$ cat src/ctrl_pkg.sv
`default_nettype none

package ctrl_pkg;

    typedef enum logic [3:0] {
        st_stack_init,
        st_fetch_wait,
        st_fetch_latch,
        st_decode_regs,
        st_dispatch,
        st_alu_add,
        st_alu_and,
        st_alu_sub,
        st_alu_imm_trap,
        st_alu_imm_wrap,
        st_ov_check_r,
        st_ov_check_i,
        st_write_rd,
        st_write_rt,
        st_exc_wait,
        st_exc_vector
    } state_e;

    typedef enum logic [1:0] {cause_illegal = 2'd0, cause_overflow = 2'd1} exc_cause_e;

    typedef enum logic [2:0] {alu_pass = 3'd0, alu_add = 3'd1, alu_and = 3'd2, alu_sub = 3'd3} alu_op_e;

    typedef enum logic [1:0] {src_a_pc = 2'd0, src_a_reg_a = 2'd1} alu_src_a_e;
    typedef enum logic [2:0] {src_b_reg_b = 3'd0, src_b_four = 3'd1, src_b_imm = 3'd2} alu_src_b_e;

    // Memory address mux
    typedef enum logic [2:0] {addr_pc = 3'd0, addr_pc_hold = 3'd1, addr_vector = 3'd2} addr_src_e;
    typedef enum logic [2:0] {pc_alu = 3'd0, pc_vector = 3'd3} pc_src_e;

    typedef enum logic [1:0] {dst_rt = 2'd0, dst_rd = 2'd1, dst_stack = 2'd2} reg_dst_e;
    // Register file write-back source
    typedef enum logic [3:0] {wb_alu_out = 4'd0, wb_stack_top = 4'd4} reg_src_e;

    typedef struct packed {
        logic pc_write;
        logic ir_write;
        logic a_write;
        logic b_write;
        logic alu_out_write;
        logic epc_write;
        logic reg_write;
        logic mem_wr;
    } ctrl_write_t;

    typedef struct packed {
        alu_src_a_e alu_src_a;
        alu_src_b_e alu_src_b;
        alu_op_e    alu_op;
        addr_src_e  addr_src;
        pc_src_e    pc_src;
        reg_dst_e   reg_dst;
        reg_src_e   reg_src;
        exc_cause_e except_cause;
    } ctrl_select_t;

    typedef struct packed {
        ctrl_write_t  wr;
        ctrl_select_t sel;
    } ctrl_word_t;

endpackage

`default_nettype wire

$ cat src/isa_pkg.sv
`default_nettype none

package isa_pkg;

    // Primary opcode field, instr[31:26]
    typedef enum logic [5:0] {
        op_rtype = 6'h00,
        op_addi  = 6'h08,
        op_addiu = 6'h09
    } opcode_e;

    // R-form function field, instr[5:0]
    typedef enum logic [5:0] {
        fn_add = 6'h20,
        fn_sub = 6'h22,
        fn_and = 6'h24
    } funct_e;

    // Supported instructions after decode
    typedef enum logic [2:0] {
        cls_add,
        cls_and,
        cls_sub,
        cls_addi,
        cls_addiu,
        cls_illegal
    } instr_class_e;

endpackage

`default_nettype wire
$ cat src/control_sequencer.sv
`timescale 1ns/1ps
`default_nettype none

module control_sequencer #(
    parameter int MEM_WAIT = 2,
    parameter int EXC_WAIT = 8
) (
    input  wire                        clk,
    input  wire                        reset,
    input  wire isa_pkg::instr_class_e instr_class,
    input  wire                        ov,
    output ctrl_pkg::state_e           state,
    output ctrl_pkg::exc_cause_e       cause
);

    localparam int CNT_MAX = (MEM_WAIT > EXC_WAIT) ? MEM_WAIT : EXC_WAIT;
    localparam int CNT_W   = $clog2(CNT_MAX + 1);

    ctrl_pkg::state_e     next_state;
    ctrl_pkg::exc_cause_e next_cause;
    logic [CNT_W-1:0]     wait_cnt;
    logic                 in_wait;
    logic                 wait_done;

    assign in_wait = (state == ctrl_pkg::st_fetch_wait) || (state == ctrl_pkg::st_exc_wait);

    always_comb begin
        case (state)
            ctrl_pkg::st_fetch_wait: wait_done = (wait_cnt == CNT_W'(MEM_WAIT - 1));
            ctrl_pkg::st_exc_wait:   wait_done = (wait_cnt == CNT_W'(EXC_WAIT - 1));
            default:                 wait_done = 1'b0;
        endcase
    end

    always_comb begin
        next_state = state;
        next_cause = cause;
        case (state)
            ctrl_pkg::st_stack_init:  next_state = ctrl_pkg::st_fetch_wait;
            ctrl_pkg::st_fetch_wait: begin
                if (wait_done) begin
                    next_state = ctrl_pkg::st_fetch_latch;
                end
            end
            ctrl_pkg::st_fetch_latch: next_state = ctrl_pkg::st_decode_regs;
            ctrl_pkg::st_decode_regs: next_state = ctrl_pkg::st_dispatch;
            // Only place the decoder output is looked at
            ctrl_pkg::st_dispatch: begin
                case (instr_class)
                    isa_pkg::cls_add:   next_state = ctrl_pkg::st_alu_add;
                    isa_pkg::cls_and:   next_state = ctrl_pkg::st_alu_and;
                    isa_pkg::cls_sub:   next_state = ctrl_pkg::st_alu_sub;
                    isa_pkg::cls_addi:  next_state = ctrl_pkg::st_alu_imm_trap;
                    isa_pkg::cls_addiu: next_state = ctrl_pkg::st_alu_imm_wrap;
                    default: begin
                        next_state = ctrl_pkg::st_exc_wait;
                        next_cause = ctrl_pkg::cause_illegal;
                    end
                endcase
            end
            ctrl_pkg::st_alu_add, ctrl_pkg::st_alu_and, ctrl_pkg::st_alu_sub: begin
                next_state = ctrl_pkg::st_ov_check_r;
            end
            ctrl_pkg::st_alu_imm_trap: next_state = ctrl_pkg::st_ov_check_i;
            // addiu wraps silently
            ctrl_pkg::st_alu_imm_wrap: next_state = ctrl_pkg::st_write_rt;
            ctrl_pkg::st_ov_check_r, ctrl_pkg::st_ov_check_i: begin
                if (ov) begin
                    next_state = ctrl_pkg::st_exc_wait;
                    next_cause = ctrl_pkg::cause_overflow;
                end else if (state == ctrl_pkg::st_ov_check_r) begin
                    next_state = ctrl_pkg::st_write_rd;
                end else begin
                    next_state = ctrl_pkg::st_write_rt;
                end
            end
            ctrl_pkg::st_exc_wait: begin
                if (wait_done) begin
                    next_state = ctrl_pkg::st_exc_vector;
                end
            end
            default: next_state = ctrl_pkg::st_fetch_wait;
        endcase
    end

    always_ff @(posedge clk) begin
        if (reset) begin
            state    <= ctrl_pkg::st_stack_init;
            cause    <= ctrl_pkg::cause_illegal;
            wait_cnt <= '0;
        end else begin
            state    <= next_state;
            cause    <= next_cause;
            wait_cnt <= (in_wait && !wait_done) ? wait_cnt + 1'b1 : '0;
        end
    end

endmodule

`default_nettype wire

$ cat src/control_unit.sv
`timescale 1ns/1ps
`default_nettype none

module control_unit #(
    parameter int MEM_WAIT = 2,
    parameter int EXC_WAIT = 8
) (
    input  wire                   clk,
    input  wire                   reset,
    input  wire isa_pkg::opcode_e opcode,
    input  wire isa_pkg::funct_e  funct,
    input  wire                   ov,
    output ctrl_pkg::ctrl_word_t  ctrl
);

    isa_pkg::instr_class_e instr_class;
    ctrl_pkg::state_e      state;
    ctrl_pkg::exc_cause_e  cause;

    instr_decoder u_decoder (
        .opcode      (opcode),
        .funct       (funct),
        .instr_class (instr_class)
    );

    control_sequencer #(
        .MEM_WAIT (MEM_WAIT),
        .EXC_WAIT (EXC_WAIT)
    ) u_sequencer (
        .clk         (clk),
        .reset       (reset),
        .instr_class (instr_class),
        .ov          (ov),
        .state       (state),
        .cause       (cause)
    );

    control_word_gen u_word_gen (
        .state (state),
        .cause (cause),
        .ctrl  (ctrl)
    );

endmodule

`default_nettype wire

$ cat src/control_word_gen.sv
`timescale 1ns/1ps
`default_nettype none

module control_word_gen (
    input  wire ctrl_pkg::state_e     state,
    input  wire ctrl_pkg::exc_cause_e cause,
    output ctrl_pkg::ctrl_word_t      ctrl
);

    always_comb begin
        ctrl = '0;
        case (state)
            ctrl_pkg::st_stack_init: begin
                ctrl.wr.reg_write   = 1'b1;
                ctrl.sel.reg_dst    = ctrl_pkg::dst_stack;
                ctrl.sel.reg_src    = ctrl_pkg::wb_stack_top;
            end
            ctrl_pkg::st_fetch_wait: begin
                ctrl.sel.addr_src   = ctrl_pkg::addr_pc;
                ctrl.sel.alu_src_a  = ctrl_pkg::src_a_pc;
                ctrl.sel.alu_src_b  = ctrl_pkg::src_b_four;
                ctrl.sel.alu_op     = ctrl_pkg::alu_add;
            end
            // PC <= PC + 4 while the instruction is latched
            ctrl_pkg::st_fetch_latch: begin
                ctrl.wr.pc_write    = 1'b1;
                ctrl.wr.ir_write    = 1'b1;
                ctrl.wr.mem_wr      = 1'b1;
                ctrl.sel.addr_src   = ctrl_pkg::addr_pc_hold;
                ctrl.sel.alu_src_a  = ctrl_pkg::src_a_pc;
                ctrl.sel.alu_src_b  = ctrl_pkg::src_b_four;
                ctrl.sel.alu_op     = ctrl_pkg::alu_add;
                ctrl.sel.pc_src     = ctrl_pkg::pc_alu;
            end
            ctrl_pkg::st_decode_regs, ctrl_pkg::st_dispatch: begin
                ctrl.wr.a_write     = (state == ctrl_pkg::st_decode_regs);
                ctrl.wr.b_write     = (state == ctrl_pkg::st_decode_regs);
                ctrl.sel.addr_src   = ctrl_pkg::addr_pc_hold;
                ctrl.sel.alu_src_a  = ctrl_pkg::src_a_pc;
                ctrl.sel.alu_src_b  = ctrl_pkg::src_b_four;
                ctrl.sel.alu_op     = ctrl_pkg::alu_add;
            end
            ctrl_pkg::st_alu_add, ctrl_pkg::st_alu_and, ctrl_pkg::st_alu_sub: begin
                ctrl.wr.alu_out_write = 1'b1;
                ctrl.sel.alu_src_a  = ctrl_pkg::src_a_reg_a;
                ctrl.sel.alu_src_b  = ctrl_pkg::src_b_reg_b;
                if (state == ctrl_pkg::st_alu_and) begin
                    ctrl.sel.alu_op = ctrl_pkg::alu_and;
                end else if (state == ctrl_pkg::st_alu_sub) begin
                    ctrl.sel.alu_op = ctrl_pkg::alu_sub;
                end else begin
                    ctrl.sel.alu_op = ctrl_pkg::alu_add;
                end
            end
            // Same datapath op for addi and addiu, only the trap differs
            ctrl_pkg::st_alu_imm_trap, ctrl_pkg::st_alu_imm_wrap: begin
                ctrl.wr.alu_out_write = 1'b1;
                ctrl.sel.alu_src_a  = ctrl_pkg::src_a_reg_a;
                ctrl.sel.alu_src_b  = ctrl_pkg::src_b_imm;
                ctrl.sel.alu_op     = ctrl_pkg::alu_add;
            end
            ctrl_pkg::st_write_rd, ctrl_pkg::st_write_rt: begin
                ctrl.wr.reg_write   = 1'b1;
                ctrl.sel.reg_src    = ctrl_pkg::wb_alu_out;
                ctrl.sel.reg_dst    = (state == ctrl_pkg::st_write_rd) ? ctrl_pkg::dst_rd
                                                                      : ctrl_pkg::dst_rt;
            end
            ctrl_pkg::st_exc_wait: begin
                ctrl.sel.addr_src     = ctrl_pkg::addr_vector;
                ctrl.sel.except_cause = cause;
            end
            ctrl_pkg::st_exc_vector: begin
                ctrl.wr.epc_write   = 1'b1;
                ctrl.wr.pc_write    = 1'b1;
                ctrl.sel.pc_src     = ctrl_pkg::pc_vector;
            end
            // Overflow check states drive no writes
            default: begin
                ctrl = '0;
            end
        endcase
    end

endmodule

`default_nettype wire

$ cat src/instr_decoder.sv
`timescale 1ns/1ps
`default_nettype none

module instr_decoder (
    input  wire isa_pkg::opcode_e      opcode,
    input  wire isa_pkg::funct_e       funct,
    output isa_pkg::instr_class_e      instr_class
);

    always_comb begin
        instr_class = isa_pkg::cls_illegal;
        case (opcode)
            isa_pkg::op_rtype: begin
                // Shifts, mult/div, jr and friends fall through to illegal
                case (funct)
                    isa_pkg::fn_add: instr_class = isa_pkg::cls_add;
                    isa_pkg::fn_and: instr_class = isa_pkg::cls_and;
                    isa_pkg::fn_sub: instr_class = isa_pkg::cls_sub;
                    default: begin
                        instr_class = isa_pkg::cls_illegal;
                    end
                endcase
            end
            isa_pkg::op_addi: begin
                instr_class = isa_pkg::cls_addi;
            end
            isa_pkg::op_addiu: begin
                instr_class = isa_pkg::cls_addiu;
            end
            // Loads, stores, branches, jumps
            default: begin
                instr_class = isa_pkg::cls_illegal;
            end
        endcase
    end

endmodule

`default_nettype wire

$ cat config.mk
export PLATFORM = sky130hd
export DESIGN_NAME = control_unit
export DESIGN_NICKNAME = d
export VERILOG_FILES = /design/src/ctrl_pkg.sv /design/src/isa_pkg.sv /design/src/control_sequencer.sv /design/src/control_unit.sv /design/src/control_word_gen.sv /design/src/instr_decoder.sv
export SDC_FILE = /design/constraint.sdc
export NUM_CORES = 1
export LEC_CHECK = 0
export BUFFER_PORTS_ARGS = -buffer_cell sky130_fd_sc_hd__buf_2
export CAP_MARGIN = 20
export CORE_MARGIN = 4
export CORE_UTILIZATION = 35
export DETAILED_ROUTE_END_ITERATION = 10
export GPL_TIMING_DRIVEN = 0
export HOLD_SLACK_MARGIN = 0.08
export PLACE_DENSITY_LB_ADDON = 0.08
export REMOVE_ABC_BUFFERS = 1
export SYNTH_ARGS = -nofsm -noshare
export SYNTH_HDL_FRONTEND = slang
export SYNTH_HIERARCHICAL = 1
export SYNTH_SLANG_ARGS = --single-unit
$ cat constraint.sdc
create_clock -name clk -period 2.5 [get_ports clk]
set_input_delay 0.125 -clock clk [delete_from_list [all_inputs] [get_ports clk]]
set_output_delay 0.125 -clock clk [all_outputs]
set_load 0.05 [all_outputs]
# [After elaboration in Yosys (flattened, before gate mapping)]
# Index checks and enable logic that the tools add are counted.
[word_totals] register_bits=10 input_bits=15
[classes] n_addsub=1 n_eq_ne=30 muxes=26 bitwise_logic=1 reduce_logical=21
[op_table] operator="$pmux 4 s9" count=1
[op_table] operator="$eq 4x4->1 const B" count=8
[op_table] operator="$pmux 7 s3" count=1
[op_table] operator="$eq 4x3->1 const B" count=5
[op_table] operator="$pmux 4 s5" count=1
[op_table] operator="$eq 6x6->1 const B" count=3
[op_table] operator="$pmux 3 s3" count=2
[op_table] operator="$mux 2" count=7
[op_table] operator="$eq 6x4->1 const B" count=2
[op_table] operator="$mux 4" count=3
[op_table] operator="$pmux 6 s2" count=1
[op_table] operator="$reduce_or 2->1" count=6
[op_table] operator="$reduce_or 5->1" count=2
[op_table] operator="$reduce_or 3->1" count=3
[op_table] operator="$eq 4x1->1 const B" count=2
[op_table] operator="$eq 4x2->1 const B" count=2
[op_table] operator="$pmux 2 s2" count=2
[op_table] operator="$mux 1" count=7
[op_table] operator="$eq 3x2->1 const B" count=2
[op_table] operator="$logic_not 6->1" count=1
[op_table] operator="$add 4x1->4 const B" count=1
[op_table] operator="$logic_not 4->1" count=1
[op_table] operator="$ne 2x1->1 const B" count=2
[op_table] operator="$ne 2x2->1 const B" count=2
[op_table] operator="other kinds (12)" count=12

# [Depth between registers and ports, before layout]
[logic_depth] depth_word=7 ltp_mapped=7 ltp_nobuf=7

# [Hierarchy]
# The synthesis kept the hierarchy.
[by_module_without_submodules] mod="control_sequencer" instances=1 cells_each=69 area_per_inst_um2=590.6 seq_area_each_um2=180.2
[by_module_without_submodules] mod="control_word_gen" instances=1 cells_each=47 area_per_inst_um2=322.8 seq_area_each_um2=0.0
[by_module_without_submodules] mod="instr_decoder" instances=1 cells_each=11 area_per_inst_um2=68.8 seq_area_each_um2=0.0

# [Worst setup path after synthesis]
# No wires, ideal clock.
[synth_path] path_type="register to output" from="register u_sequencer.state[1]" to="output port ctrl[14] (netlist bit)" t_arrival_ns=2.034 required_ns=2.375 setup_slack_ns=0.341 stages_incl_launch_ff=4 cell_sequence="dfxtp_1 > buf_4 > nor4_2 > a211oi_1"
[synth_lines] element="start, declared" line="control_sequencer.sv:12" text="output ctrl_pkg::state_e state,"
[synth_lines] element="start signal, assigned" line="control_sequencer.sv:88" text="state <= ctrl_pkg::st_stack_init;"
[synth_lines] element="start signal, assigned" line="control_sequencer.sv:92" text="state <= next_state;"
[synth_lines] element="end, declared" line="control_unit.sv:13" text="output ctrl_pkg::ctrl_word_t ctrl"

# [Worst setup path in the final report]
[layout_path] from="register u_sequencer.state[2]" to="register u_sequencer.state[3]"
[layout_between] elab_chain_cells=4 word_cells_on_any_way=19
[layout_rtl] element="$eq 4x4->1 / $eq 4x1->1 (equally long branches)" line="control_sequencer.sv:28, control_sequencer.sv:38"
[layout_rtl] element="$pmux 1 s2" line="control_sequencer.sv:28" text="case (state)"
[layout_rtl] element="$ne 2x1->1 (no line)"
[layout_rtl] element="$reduce_and 2->1 (no line)"
# Parallel ways exist; a longest one is shown, timed or not.
# A chain may end at the register's enable or synchronous reset.

==> flow_summary.json <==
{
  "port_buffers": 35,
  "antenna_found_initial": 0,
  "period_needed_ns": 2.076,
  "final_layout_size_suffix_gt1_share_pct": 33.33,
  "tns_ns": 0,
  "grt_pass1_wl_um": 3677,
  "areaGrowthSynthToFinish_pct": 11.34,
  "viasPerCell": 5.180,
  "ctsRootBufferMaster": "clkbuf_4",
  "rsz0062_at_grt": "false",
  "first_pass_iters": 4,
  "worst-path-buf-inv": 0,
  "ys_async_sr_fraction_pct": 0,
  "num_antenna_cells": 0,
  "cp_slowest_cell": "dfxtp_1",
  "crit_family": "flip-flops",
  "fin_skew_ns": 0.001934,
  "fmax_mhz": 481.7,
  "yosys_most_used_dff": "dfxtp_1",
  "die_x_um": 60.98,
  "maxCapViolations": 0,
  "cp_cell_sequence": "or4b_1 > nor2_1 > or4b_4 > o41ai_2",
  "vdd_drop_max_mv": 0.2860,
  "cts_buffers": 3,
  "grt_pass1_vias": 843,
  "tightest_slew_ns": 0.8918,
  "slew_violations": 0,
  "h-tree-depth": 1,
  "cp_num_cells": 4,
  "clkSinkCount": 9,
  "period_share_pct": 83.04,
  "grt_overflow": 0,
  "start_util_pct": 38.26,
  "vias": 948,
  "final_nets": 170,
  "reg2regPathDepth": 4,
  "yosys-top-cells-area": "dfxtp_1 (18%), buf_4 (12%), nor2_1 (6.5%), a211oi_1 (3.8%), nor3_1 (3.6%)",
  "synth_edf_count": 0,
  "routed_wirelength_um": 2173,
  "fp.dieH_um": 60.98,
  "ys_warn_count": 6,
  "gp_congestion": 0.7555,
  "yosysMostFrequentCell": "nor2_1",
  "insertion_delay_ns": 0.26,
  "syn_inst": 127,
  "cts_buffer_depth": 2,
  "ctsResizeCount": 0,
  "setup_viol": 0,
  "max_stage_delay_ns": 0.90,
  "coreArea_mm2": 0.002567,
  "hold_viol": 0,
  "min_path_cells": 4,
  "clkTransAtPathRegs_ns": 0.06,
  "yosys-top-cells-count": "nor2_1 (17), buf_4 (16), dfxtp_1 (9)",
  "crit_arrival_ns": 2.25,
  "critPathKind": "flip-flop to flip-flop",
  "ys_types": 47,
  "yosys.area.top_type": "dfxtp_1",
  "slew_headroom_pct": 40.46,
  "end_kind": "flip-flop",
  "worst-path-max-fanout": 23,
  "hpwl_um": 1650,
  "cts_tree": "built",
  "power.leakage_nw": 0.5146,
  "postSynthAreaPerCell_um2": 7.734,
  "drc": 0,
  "track_usage_pct": 12.79,
  "yosysSeqAreaShare_pct": 18.34,
  "detail-route-antenna-nets": 0,
  "placementRows": 18,
  "dieArea_mm2": 0.003718,
  "grt_max_degree": 24,
  "synth_top_cell_area_share_pct": 18.34,
  "hold_class": "primary input to flip-flop",
  "io_pins": 45,
  "status": "completed",
  "ys_ff_latch": 9,
  "wire_per_inst_um": 11.87,
  "startpoint_type": "flip-flop",
  "dr.first_iter.drc_count": 50,
  "p_per_area_mw_per_mm2": 420.2,
  "worst_ep_required_time_ns": 2.67,
  "power_uw": 459.5,
  "synth_area_um2": 982.2
}
sequential cells by signal, summed over array words and instances (netlist names):
signal and count:
u_sequencer/cause 1, u_sequencer/wait_cnt 4, u_sequencer/state 4
layer usage:
layer / global-route usage, % / routed length, um / vias up
met3: 3.191 / 234 / 3
met2: 21.07 / 945 / 46
met5: 0 / 0 / -
met1: 16.86 / 977 / 417
met4: 2.786 / 16 / 0
li1: - / - / 482
metrics by stage:
step                      area, um2  util [%]  worst slack (ns)  hold slack, ns  cells
after floorplan               844.6         -           -0.6603          0.1978    113
after global placement         1057     41.18            0.3060          0.3718    178
after detailed placement       1057     41.18            0.2807          0.3573    178
after CTS                      1094     42.59            0.4068          0.2053    183
after global routing           1094     42.59            0.2363          0.2639    183
final                          1094     42.59            0.4239          0.2170    183
cell families after synthesis:
family	after synthesis	synth area share (%)
mux	1	1.019
xor+xnor	3	2.676
fa+ha+maj	1	1.274
other cells	2	0.7646
flops	9	18.34
buf+inv	26	18.60
compound gates	28	20.26
simple gates	57	37.07
report_power, final:
group	leakage (nW)	switching, mW	internal (mW)	total [mW]
logic	0.426	0.128	0.0538	0.182
clock network	0.0150	0.0504	0.0615	0.112
registers	0.0731	0.0172	0.149	0.166
worst paths after layout:
check | start | endpoint | slack [ns]
setup reg to reg | u_sequencer/state[2]$_SDFFE_PP0P_ | u_sequencer/state[3]$_SDFFE_PP0P_ | 0.42
setup / recovery | u_sequencer/state[2]$_SDFFE_PP0P_ | u_sequencer/state[3]$_SDFFE_PP0P_ | 0.42
hold / removal | ov | u_sequencer/state[0]$_SDFFE_PP0P_ | 0.22
hold reg to reg | u_sequencer/wait_cnt[0]$_SDFF_PP0_ | u_sequencer/wait_cnt[0]$_SDFF_PP0_ | 0.47
cells in the final DEF, fill, tap and decap left out, drive strengths merged, types with 2 or more instances in the layout:
| cell | instances |
|---|---|
| or4b | 3 |
| nor2 | 17 |
| nor3 | 8 |
| xor2 | 2 |
| conb | 9 |
| a31oi | 2 |
| o21bai | 3 |
| buf | 35 |
| nor4b | 2 |
| o21ai | 3 |
| a211oi | 5 |
| clkbuf | 4 |
| and3b | 2 |
| or3 | 2 |
| nand2b | 3 |
| a211o | 2 |
| nand3 | 2 |
| or2 | 2 |
| nand2 | 7 |
| inv | 5 |
| dfxtp | 9 |
| and2 | 2 |
| a21oi | 8 |
cell type report:
class                           count  area [um2]
Inverter                            5       18.77
Clock buffer                        4       26.28
Tap cell                           30       37.54
Sequential cell                     9       180.2
Fill cell                         266        1474
Multi-Input combinational cell     99       645.6
Timing Repair Buffer               36       185.2
worst min-delay path, cell delays in order:
cell,delay [ns]
buf_2,0.11
nand2_1,0.05
o21ai_0,0.06
a221oi_1,0.08
timing repair:
item	4_1_cts	5_1_grt
buffers inserted	0	0
endpoints found under the hold margin	2	0
hold buffers	1	0
(Power assumes the default switching activity.)
